<file path="src/hdl/muldiv_op_pkg.sv">
package muldiv_op_pkg;

  // funct3 field of the OP/OP-32 major opcodes with funct7 = 1
  typedef logic [2:0] funct3_t;

  localparam funct3_t F3_MUL    = 3'b000;
  localparam funct3_t F3_MULH   = 3'b001;
  localparam funct3_t F3_MULHSU = 3'b010;
  localparam funct3_t F3_MULHU  = 3'b011;
  localparam funct3_t F3_DIV    = 3'b100;
  localparam funct3_t F3_DIVU   = 3'b101;
  localparam funct3_t F3_REM    = 3'b110;
  localparam funct3_t F3_REMU   = 3'b111;

  // Bit 1 clear means operand b is signed
  typedef enum logic [1:0] {
    MUL_OP_MUL    = 2'b00,
    MUL_OP_MULH   = 2'b01,
    MUL_OP_MULHSU = 2'b10,
    MUL_OP_MULHU  = 2'b11
  } mul_op_e;

  // Bit 0 selects unsigned, bit 1 selects remainder
  typedef enum logic [1:0] {
    DIV_OP_DIV  = 2'b00,
    DIV_OP_DIVU = 2'b01,
    DIV_OP_REM  = 2'b10,
    DIV_OP_REMU = 2'b11
  } div_op_e;

  typedef enum logic [1:0] {
    UNIT_NONE = 2'b00,
    UNIT_MUL  = 2'b01,
    UNIT_DIV  = 2'b10
  } unit_e;

endpackage

</file>
<file path="src/hdl/muldiv_width_pkg.sv">
package muldiv_width_pkg;

  localparam int unsigned XLEN = 64;

  // One 16-bit digit plus a sign bit for the top digit
  localparam int unsigned DIGIT_W = 17;

  // Product of two digits plus room for column sums
  localparam int unsigned ACCUM_W = 2 * DIGIT_W + 1;

  typedef logic [XLEN-1:0] xlen_t;

  // Operand with its sign-extension bit on top
  typedef logic [XLEN:0] ext_operand_t;

  typedef logic [DIGIT_W-1:0] mac_digit_t;

  typedef logic [ACCUM_W-1:0] mac_accum_t;

endpackage

</file>
<file path="src/hdl/muldiv_dispatch.sv">
`timescale 1ns/100ps

module muldiv_dispatch (
  input  logic                    clk_i,
  input  logic                    rst_ni,
  input  muldiv_op_pkg::funct3_t  funct3_i,
  input  logic                    req_valid_i,
  output logic                    req_ready_o,
  output logic                    mul_req_valid_o,
  output muldiv_op_pkg::mul_op_e  mul_op_o,
  output logic                    div_req_valid_o,
  output muldiv_op_pkg::div_op_e  div_op_o,
  input  logic                    mul_resp_valid_i,
  input  logic                    div_resp_valid_i,
  input  muldiv_width_pkg::xlen_t mul_resp_value_i,
  input  muldiv_width_pkg::xlen_t div_resp_value_i,
  output logic                    resp_valid_o,
  output muldiv_width_pkg::xlen_t resp_value_o
);

  muldiv_op_pkg::unit_e busy_q, unit_sel;
  logic                 accept;

  always_comb begin
    case (funct3_i)
      muldiv_op_pkg::F3_MUL, muldiv_op_pkg::F3_MULH,
      muldiv_op_pkg::F3_MULHSU, muldiv_op_pkg::F3_MULHU: unit_sel = muldiv_op_pkg::UNIT_MUL;
      muldiv_op_pkg::F3_DIV, muldiv_op_pkg::F3_DIVU,
      muldiv_op_pkg::F3_REM, muldiv_op_pkg::F3_REMU:     unit_sel = muldiv_op_pkg::UNIT_DIV;
      default:                                           unit_sel = muldiv_op_pkg::UNIT_NONE;
    endcase
  end

  // Low funct3 bits line up with both op encodings
  assign mul_op_o = muldiv_op_pkg::mul_op_e'(funct3_i[1:0]);
  assign div_op_o = muldiv_op_pkg::div_op_e'(funct3_i[1:0]);

  // Only the busy unit may answer
  assign resp_valid_o = (busy_q == muldiv_op_pkg::UNIT_MUL && mul_resp_valid_i) ||
                        (busy_q == muldiv_op_pkg::UNIT_DIV && div_resp_valid_i);
  assign resp_value_o = (busy_q == muldiv_op_pkg::UNIT_DIV) ? div_resp_value_i
                                                             : mul_resp_value_i;

  // Free again in the response cycle
  assign req_ready_o = (busy_q == muldiv_op_pkg::UNIT_NONE) || resp_valid_o;
  assign accept      = req_valid_i && req_ready_o;

  assign mul_req_valid_o = accept && (unit_sel == muldiv_op_pkg::UNIT_MUL);
  assign div_req_valid_o = accept && (unit_sel == muldiv_op_pkg::UNIT_DIV);

  always_ff @(posedge clk_i or negedge rst_ni) begin
    if (!rst_ni) begin
      busy_q <= muldiv_op_pkg::UNIT_NONE;
    end else if (accept) begin
      busy_q <= unit_sel;
    end else if (resp_valid_o) begin
      busy_q <= muldiv_op_pkg::UNIT_NONE;
    end
  end

endmodule

</file>
<file path="src/hdl/muldiv_div.sv">
`timescale 1ns/100ps

module muldiv_div (
  input  logic                    clk_i,
  input  logic                    rst_ni,
  input  muldiv_width_pkg::xlen_t operand_a_i,
  input  muldiv_width_pkg::xlen_t operand_b_i,
  input  muldiv_op_pkg::div_op_e  req_op_i,
  input  logic                    req_word_i,
  input  logic                    req_valid_i,
  output logic                    resp_valid_o,
  output muldiv_width_pkg::xlen_t resp_value_o
);

  typedef enum logic [1:0] {
    STATE_IDLE,
    STATE_ITERATE,
    STATE_FINISH
  } state_e;

  state_e     state_q, state_d;
  logic [5:0] count_q, count_d;
  logic       start;

  logic                           op_signed;
  logic                           sign_a, sign_b;
  muldiv_width_pkg::ext_operand_t ext_a, ext_b;
  muldiv_width_pkg::xlen_t        abs_a, abs_b;
  logic                           div_zero, overflow;

  muldiv_width_pkg::xlen_t        divisor_q;
  muldiv_width_pkg::xlen_t        quo_q, quo_d;
  muldiv_width_pkg::xlen_t        rem_q, rem_d;
  muldiv_width_pkg::ext_operand_t rem_shift;
  logic                           rem_ge;

  logic word_q, rem_sel_q, quo_neg_q, rem_neg_q;
  logic div_zero_q, overflow_q;

  muldiv_width_pkg::xlen_t quo_res, rem_res, result;

  assign start = (state_q == STATE_IDLE) && req_valid_i;

  // Operand magnitudes with word forms narrowed to 32 bits
  assign op_signed = ~req_op_i[0];
  assign sign_a    = op_signed & (req_word_i ? operand_a_i[31] : operand_a_i[63]);
  assign sign_b    = op_signed & (req_word_i ? operand_b_i[31] : operand_b_i[63]);
  assign ext_a     = req_word_i ? {{33{sign_a}}, operand_a_i[31:0]} : {sign_a, operand_a_i};
  assign ext_b     = req_word_i ? {{33{sign_b}}, operand_b_i[31:0]} : {sign_b, operand_b_i};
  assign abs_a     = sign_a ? -ext_a[63:0] : ext_a[63:0];
  assign abs_b     = sign_b ? -ext_b[63:0] : ext_b[63:0];

  assign div_zero = req_word_i ? (operand_b_i[31:0] == '0) : (operand_b_i == '0);
  assign overflow = op_signed & (req_word_i ?
      (operand_a_i[31:0] == 32'h8000_0000) && (operand_b_i[31:0] == '1) :
      (operand_a_i == 64'h8000_0000_0000_0000) && (operand_b_i == '1));

  // Restoring step
  assign rem_shift = {rem_q, quo_q[63]};
  assign rem_ge    = rem_shift >= {1'b0, divisor_q};

  always_comb begin
    state_d = state_q;
    count_d = count_q;
    quo_d   = quo_q;
    rem_d   = rem_q;

    case (state_q)
      STATE_IDLE: begin
        if (req_valid_i) begin
          // Word dividend starts in the top half so 32 shifts suffice
          quo_d   = req_word_i ? {abs_a[31:0], 32'h0} : abs_a;
          rem_d   = '0;
          count_d = req_word_i ? 6'd31 : 6'd63;
          state_d = STATE_ITERATE;
        end
      end
      STATE_ITERATE: begin
        quo_d   = {quo_q[62:0], rem_ge};
        rem_d   = rem_ge ? rem_shift[63:0] - divisor_q : rem_shift[63:0];
        count_d = count_q - 6'd1;
        if (count_q == '0) begin
          state_d = STATE_FINISH;
        end
      end
      default: state_d = STATE_IDLE;
    endcase
  end

  always_comb begin
    quo_res = quo_neg_q ? -quo_q : quo_q;
    rem_res = rem_neg_q ? -rem_q : rem_q;
    if (div_zero_q) begin
      quo_res = '1;
    end
    if (overflow_q) begin
      quo_res = word_q ? 64'h0000_0000_8000_0000 : 64'h8000_0000_0000_0000;
      rem_res = '0;
    end
    result = rem_sel_q ? rem_res : quo_res;
    if (word_q) begin
      result = {{32{result[31]}}, result[31:0]};
    end
  end

  always_ff @(posedge clk_i or negedge rst_ni) begin
    if (!rst_ni) begin
      state_q      <= STATE_IDLE;
      count_q      <= '0;
      resp_valid_o <= 1'b0;
    end else begin
      state_q      <= state_d;
      count_q      <= count_d;
      resp_valid_o <= state_q == STATE_FINISH;
    end
  end

  always_ff @(posedge clk_i) begin
    quo_q <= quo_d;
    rem_q <= rem_d;
    if (start) begin
      divisor_q  <= abs_b;
      word_q     <= req_word_i;
      rem_sel_q  <= req_op_i[1];
      quo_neg_q  <= sign_a ^ sign_b;
      rem_neg_q  <= sign_a;
      div_zero_q <= div_zero;
      overflow_q <= overflow;
    end
    if (state_q == STATE_FINISH) begin
      resp_value_o <= result;
    end
  end

endmodule

</file>
<file path="src/hdl/muldiv_mul.sv">
`timescale 1ns/100ps

module muldiv_mul (
  input  logic                    clk_i,
  input  logic                    rst_ni,
  input  muldiv_width_pkg::xlen_t operand_a_i,
  input  muldiv_width_pkg::xlen_t operand_b_i,
  input  muldiv_op_pkg::mul_op_e  req_op_i,
  input  logic                    req_word_i,
  input  logic                    req_valid_i,
  output logic                    resp_valid_o,
  output muldiv_width_pkg::xlen_t resp_value_o
);

  // One 17x17 MAC per cycle gives 4 cycles for MULW, 11 for MUL and 17 for MULH*

  typedef enum logic {
    STATE_IDLE,
    STATE_PROGRESS
  } state_e;

  state_e     state_q, state_d;
  logic [3:0] step_q, step_d;
  logic [1:0] a_idx, b_idx;

  muldiv_width_pkg::ext_operand_t a_q, a_d;
  muldiv_width_pkg::ext_operand_t b_q, b_d;
  logic                           op_low_q, op_low_d;
  logic                           op_word_q, op_word_d;

  muldiv_width_pkg::mac_digit_t mac_a, mac_b;
  muldiv_width_pkg::mac_accum_t accum_q, accum_d;
  muldiv_width_pkg::mac_accum_t mac_sum;
  muldiv_width_pkg::mac_accum_t carry;

  logic                    valid_d;
  muldiv_width_pkg::xlen_t value_d;

  function automatic muldiv_width_pkg::mac_digit_t pick_digit(
    input muldiv_width_pkg::ext_operand_t op,
    input logic [1:0]                     idx
  );
    case (idx)
      2'd0:    pick_digit = {1'b0, op[15:0]};
      2'd1:    pick_digit = {1'b0, op[31:16]};
      2'd2:    pick_digit = {1'b0, op[47:32]};
      default: pick_digit = op[64:48];
    endcase
  endfunction

  // Digit pairs walked column by column from the low column up
  always_comb begin
    case (step_q)
      4'd0:    {a_idx, b_idx} = {2'd0, 2'd0};
      4'd1:    {a_idx, b_idx} = {2'd1, 2'd0};
      4'd2:    {a_idx, b_idx} = {2'd0, 2'd1};
      4'd3:    {a_idx, b_idx} = {2'd0, 2'd2};
      4'd4:    {a_idx, b_idx} = {2'd1, 2'd1};
      4'd5:    {a_idx, b_idx} = {2'd2, 2'd0};
      4'd6:    {a_idx, b_idx} = {2'd3, 2'd0};
      4'd7:    {a_idx, b_idx} = {2'd2, 2'd1};
      4'd8:    {a_idx, b_idx} = {2'd1, 2'd2};
      4'd9:    {a_idx, b_idx} = {2'd0, 2'd3};
      4'd10:   {a_idx, b_idx} = {2'd1, 2'd3};
      4'd11:   {a_idx, b_idx} = {2'd2, 2'd2};
      4'd12:   {a_idx, b_idx} = {2'd3, 2'd1};
      4'd13:   {a_idx, b_idx} = {2'd3, 2'd2};
      4'd14:   {a_idx, b_idx} = {2'd2, 2'd3};
      default: {a_idx, b_idx} = {2'd3, 2'd3};
    endcase
  end

  assign mac_a   = pick_digit(a_q, a_idx);
  assign mac_b   = pick_digit(b_q, b_idx);
  assign mac_sum = $signed(accum_q) + $signed(mac_a) * $signed(mac_b);

  // Carry into the next column
  assign carry = {{16{mac_sum[34]}}, mac_sum[34:16]};

  always_comb begin
    state_d   = state_q;
    step_d    = step_q;
    a_d       = a_q;
    b_d       = b_q;
    op_low_d  = op_low_q;
    op_word_d = op_word_q;
    accum_d   = accum_q;
    valid_d   = 1'b0;
    value_d   = resp_value_o;

    case (state_q)
      STATE_IDLE: begin
        if (req_valid_i) begin
          a_d = {(req_op_i != muldiv_op_pkg::MUL_OP_MULHU) & operand_a_i[63], operand_a_i};
          b_d = {~req_op_i[1] & operand_b_i[63], operand_b_i};
          op_low_d  = req_op_i == muldiv_op_pkg::MUL_OP_MUL;
          op_word_d = req_word_i;
          accum_d   = '0;
          step_d    = '0;
          state_d   = STATE_PROGRESS;
        end
      end
      STATE_PROGRESS: begin
        accum_d = mac_sum;
        step_d  = step_q + 4'd1;
        case (step_q)
          4'd0: begin
            value_d[15:0] = mac_sum[15:0];
            accum_d       = carry;
          end
          4'd2: begin
            // Sign extension already right for word results
            value_d[63:16] = {{32{mac_sum[15]}}, mac_sum[15:0]};
            accum_d        = carry;
            if (op_word_q) begin
              valid_d = 1'b1;
              state_d = STATE_IDLE;
            end
          end
          4'd5: begin
            value_d[47:32] = mac_sum[15:0];
            accum_d        = carry;
          end
          4'd9: begin
            value_d[63:48] = mac_sum[15:0];
            accum_d        = carry;
            if (op_low_q) begin
              valid_d = 1'b1;
              state_d = STATE_IDLE;
            end
          end
          // High half overwrites the low half from here on
          4'd12: begin
            value_d[15:0] = mac_sum[15:0];
            accum_d       = carry;
          end
          4'd14: begin
            value_d[31:16] = mac_sum[15:0];
            accum_d        = carry;
          end
          4'd15: begin
            value_d[63:32] = mac_sum[31:0];
            valid_d        = 1'b1;
            state_d        = STATE_IDLE;
          end
          default: ;
        endcase
      end
      default: state_d = STATE_IDLE;
    endcase
  end

  always_ff @(posedge clk_i or negedge rst_ni) begin
    if (!rst_ni) begin
      state_q      <= STATE_IDLE;
      step_q       <= '0;
      resp_valid_o <= 1'b0;
    end else begin
      state_q      <= state_d;
      step_q       <= step_d;
      resp_valid_o <= valid_d;
    end
  end

  always_ff @(posedge clk_i) begin
    a_q          <= a_d;
    b_q          <= b_d;
    op_low_q     <= op_low_d;
    op_word_q    <= op_word_d;
    accum_q      <= accum_d;
    resp_value_o <= value_d;
  end

endmodule

</file>
<file path="src/hdl/muldiv_top.sv">
`timescale 1ns/100ps

module muldiv_top (
  input  logic                    clk_i,
  input  logic                    rst_ni,
  input  muldiv_width_pkg::xlen_t operand_a_i,
  input  muldiv_width_pkg::xlen_t operand_b_i,
  input  muldiv_op_pkg::funct3_t  funct3_i,
  input  logic                    word_i,
  input  logic                    req_valid_i,
  output logic                    req_ready_o,
  output logic                    resp_valid_o,
  output muldiv_width_pkg::xlen_t resp_value_o
);

  logic                    mul_req_valid;
  logic                    div_req_valid;
  muldiv_op_pkg::mul_op_e  mul_op;
  muldiv_op_pkg::div_op_e  div_op;
  logic                    mul_resp_valid;
  logic                    div_resp_valid;
  muldiv_width_pkg::xlen_t mul_resp_value;
  muldiv_width_pkg::xlen_t div_resp_value;

  muldiv_dispatch u_dispatch (
    .clk_i            (clk_i),
    .rst_ni           (rst_ni),
    .funct3_i         (funct3_i),
    .req_valid_i      (req_valid_i),
    .req_ready_o      (req_ready_o),
    .mul_req_valid_o  (mul_req_valid),
    .mul_op_o         (mul_op),
    .div_req_valid_o  (div_req_valid),
    .div_op_o         (div_op),
    .mul_resp_valid_i (mul_resp_valid),
    .div_resp_valid_i (div_resp_valid),
    .mul_resp_value_i (mul_resp_value),
    .div_resp_value_i (div_resp_value),
    .resp_valid_o     (resp_valid_o),
    .resp_value_o     (resp_value_o)
  );

  muldiv_mul u_mul (
    .clk_i        (clk_i),
    .rst_ni       (rst_ni),
    .operand_a_i  (operand_a_i),
    .operand_b_i  (operand_b_i),
    .req_op_i     (mul_op),
    .req_word_i   (word_i),
    .req_valid_i  (mul_req_valid),
    .resp_valid_o (mul_resp_valid),
    .resp_value_o (mul_resp_value)
  );

  muldiv_div u_div (
    .clk_i        (clk_i),
    .rst_ni       (rst_ni),
    .operand_a_i  (operand_a_i),
    .operand_b_i  (operand_b_i),
    .req_op_i     (div_op),
    .req_word_i   (word_i),
    .req_valid_i  (div_req_valid),
    .resp_valid_o (div_resp_valid),
    .resp_value_o (div_resp_value)
  );

endmodule

</file>
<file path="config.mk">
export PLATFORM = sky130hd
export DESIGN_NAME = muldiv_top
export DESIGN_NICKNAME = d
export VERILOG_FILES = /design/src/hdl/muldiv_op_pkg.sv /design/src/hdl/muldiv_width_pkg.sv /design/src/hdl/muldiv_dispatch.sv /design/src/hdl/muldiv_div.sv /design/src/hdl/muldiv_mul.sv /design/src/hdl/muldiv_top.sv
export SDC_FILE = /design/constraint.sdc
export NUM_CORES = 2
export LEC_CHECK = 0
export BUFFER_PORTS_ARGS = -buffer_cell sky130_fd_sc_hd__buf_2
export CAP_MARGIN = 40
export CORE_MARGIN = 4
export CORE_UTILIZATION = 50
export DETAILED_ROUTE_END_ITERATION = 6
export PLACE_DENSITY_LB_ADDON = 0.25
export REMOVE_ABC_BUFFERS = 1
export SETUP_SLACK_MARGIN = 0.3
export SYNTH_ARGS = -nofsm -noshare
export SYNTH_HDL_FRONTEND = slang
export SYNTH_SLANG_ARGS = --single-unit
</file>
<file path="constraint.sdc">
create_clock -name clk_i -period 9.3 [get_ports clk_i]
set_input_delay 1.395 -clock clk_i [delete_from_list [all_inputs] [get_ports clk_i]]
set_output_delay 1.395 -clock clk_i [all_outputs]
set_load 0.005 [all_outputs]
</file>
==> results.cfg <==
[synthesis]
netlist_top_cells_area = edfxtp_1 (33%), fa_1 (16%), ha_1 (5.1%)
synth-compound-area-share_pct = 13.3
synth.top_cell.area_share_pct = 33.5
post_synth_num_cell_types = 90
synth_top_family_by_area = adder cells
yosys.area_share.adder_pct = 20.9
synthMuxAreaShare_pct = 4.49
synth.largest_area_cell = edfxtp_1
synth_area_sq_um = 44200
synth_xor_xnor_area_share_pct = 6.24
synth_warnings = 0
ys_async_sr_fraction_pct = 3.33
synth-edff-count = 493
postSynth.topFlopCell = edfxtp_1
yosysSeqAreaShare_pct = 34.4
synth-simple-area-share_pct = 13.8
synth.avg_cell_area_sq_um = 9.69
ys_ff_latch = 510
syn-instance-count = 4565

[setup_path]
worstPathMaxFanout = 30
regToRegEndpoint = u_mul.resp_value_o[62]
worst-endpoint-arrival_ns = 9.02
critical_path.endpoint_type = flop
timing.critical_path.required_ns = 9.64
reg2reg_slack_ns = 0.62
critical_path.slowest_cell = fa_1
critPathMaxStageDelay_ns = 0.58
worst_setup_path_start_kind = flop
critical_path.endpoint = u_mul.resp_value_o[62]
timing.reg2reg.worst_path_depth = 28
critPathLaunch = u_mul.step_q[0]
worst-setup-path-type = reg -> reg
r2r-start = u_mul.step_q[0]
cpMostUsedCell = fa_1

[route]
dr.pass1.iters = 6
vias_per_cell = 6.19
met2_length_um = 65300
totalWireLength_um = 158000
met3WireLength_um = 20700
m1WireLength_um = 66700
drc = 0
route.top_layer_used = met5
routed-via-count = 36937
first_iter_violations = 4539
postRouteAntennaNets = 0
wl_per_cell_um = 26.5

[die]
die_width_um = 305
die_outline_height_um = 305
rows = 108
initial_core_util_pct = 50.7
ios = 201
core_region_area_sq_um = 87300
fp.dieArea_sq_um = 93300

[finish]
layout.cells.most_common_list = inv_1 (597), edfxtp_1 (493), nand2_1 (477)
multi_input_area_sq_um = 26200
layout.cells.most_common = inv_1
signed_area_change_from_the_synthesized_netlist_to_the_final_layout_pct = 11.0
area.sequential_sq_um = 15200
layout_cell_share_with_drive_strength_beyond_1_pct = 12.4
fillers = 7816
nNetsFinal = 5417

[global_routing]
vias_in_the_first_global_route = 34708
grt_use_total_pct = 33.0
grt_first_pass_wirelength_um = 231000
largest_net_degree_at_the_start_of_global_routing = 71
grt_overflow = 0
grt_antenna_before_repair = 14

[status]
outcome = finished, final reports clean

[placed_design]
place.gp.congestion = 1.04
portBuffers = 200
detailedPlacementHpwl_um = 126000

[job]
drv_cap = 0

[clocking]
cts_buffers = 58
clkTransAtPathRegs_ns = 0.06
clock_sink_count = 510
tritoncts = done
htreeDepth = 2
cts-root-to-sink-buffers = 3
clk_latency_ns = 0.65
cts_root_buffer = clkbuf_16

[sta]
timing.final.hold_violations = 0
slew_viol_final = 0
post-route-min-period_ns = 8.68
worst_hold_slack_ns = 0.539
clock-skew-final_ns = 0.0287
max_clock_freq_ghz = 0.115
max_slew.worst_pin.slew_ns = 1.06
setup_viol_count_final = 0
rsz0062_at_grt = false
slew_hr_pct = 27.5
layout_worst_path_cycle_share_pct = 93.3

[min_path]
hold_path.class = reg -> reg
hold-path-cell-count = 2
==> cell type report <==
class                           count  share of cell area (%)
Clock inverter                     32                   0.703
Timing Repair Buffer              317                    4.12
Clock buffer                       76                    3.16
Tap cell                         1155                    2.94
Sequential cell                   510                    31.0
Inverter                          602                    4.61
Multi-Input combinational cell   3263                    53.4
Antenna cell                       11                  0.0561
==> registers in the layout, summed over array words and instances (netlist names), 2 cells and up <==
name	count
u_div.divisor_q	64
u_mul.b_q	65
u_dispatch.busy_q	2
u_div.state_q	2
u_div.resp_value_o	64
u_div.quo_q	64
u_mul.resp_value_o	64
u_div.count_q	6
u_mul.accum_q	35
u_mul.a_q	65
u_mul.step_q	4
u_div.rem_q	64
==> synth_stat cells, types with 28 or more instances <==
cell type and n:
mux2i_1 88, a21oi_1 272, and3_1 28, nand4_1 44, a21o_1 49, nand3_1 76, ha_1 182, clkbuf_1 171
fa_1 348, or3_1 48, edfxtp_1 493, nor4_1 29, a221oi_1 28, mux2_2 92, xnor2_1 168, xor2_1 147
nor3_1 77, nor2_1 358, o21ai_0 227, or4_1 36, o31ai_1 57, inv_1 599, nand2_1 485
==> per-layer routing <==
metal  up-vias  track usage, %
met2      2266            46.9
li1      16250               -
met3       284            9.50
met4         8            9.14
met5         -               0
met1     18129            49.2
==> timing repair <==
item / 4_1_cts / 5_1_grt
hold endpoints to repair: 0 / 0
setup buffers: 0 / 14
endpoints found under the setup margin: 0 / 39
hold buffers: 0 / 0
resized for setup: 0 / 32
==> cell families (layout without fill, tap and decap cells) <==
kind of cell / after synthesis / count (layout)
xor+xnor: 315 / 315
buf+inv: 793 / 1027
simple gates: 1316 / 1316
other cells: 0 / 11
mux: 183 / 183
compound gates: 918 / 919
fa+ha+maj: 530 / 530
flops: 510 / 510
==> critical path, delay by kind of cell, from the launching register on <==
family,cells,cell delay (ns)
compound gates,5,1.37
xor+xnor,1,0.28
fa+ha+maj,8,3.84
buf+inv,6,0.81
flops,1,0.49
mux,1,0.22
simple gates,7,1.32
==> how the worst min path moves through the flow <==
stage | startpoint | endpoint | slack (ns)
finish | u_div.count_q[0] | u_div.count_q[0] | 0.54
floorplan | u_div.state_q[1] | u_div.state_q[1] | 0.46
global placement | u_div.count_q[1] | u_div.count_q[1] | 0.50
CTS | u_div.count_q[0] | u_div.count_q[0] | 0.54
global route | u_div.count_q[5] | u_div.count_q[5] | 0.57
detailed placement | u_div.count_q[0] | u_div.count_q[0] | 0.53
==> metrics by stage <==
stage / TNS (ns) / setup WS [ns] / util (%) / instance area [sq um] / instances
floorplan: -210.15 / -1.85 / - / 43500 / 4374
global placement: 0 / 0.0945 / 53.5 / 46700 / 5820
detailed placement: 0 / 0.370 / 53.8 / 46900 / 5831
CTS: 0 / 0.380 / 55.9 / 48800 / 5939
global route: 0 / 0.288 / 56.2 / 49100 / 5956
finish: 0 / 0.624 / 56.2 / 49100 / 5966
Power is not shown: default switching activity piles up to over one toggle a cycle in this logic, so the estimate is an artifact.
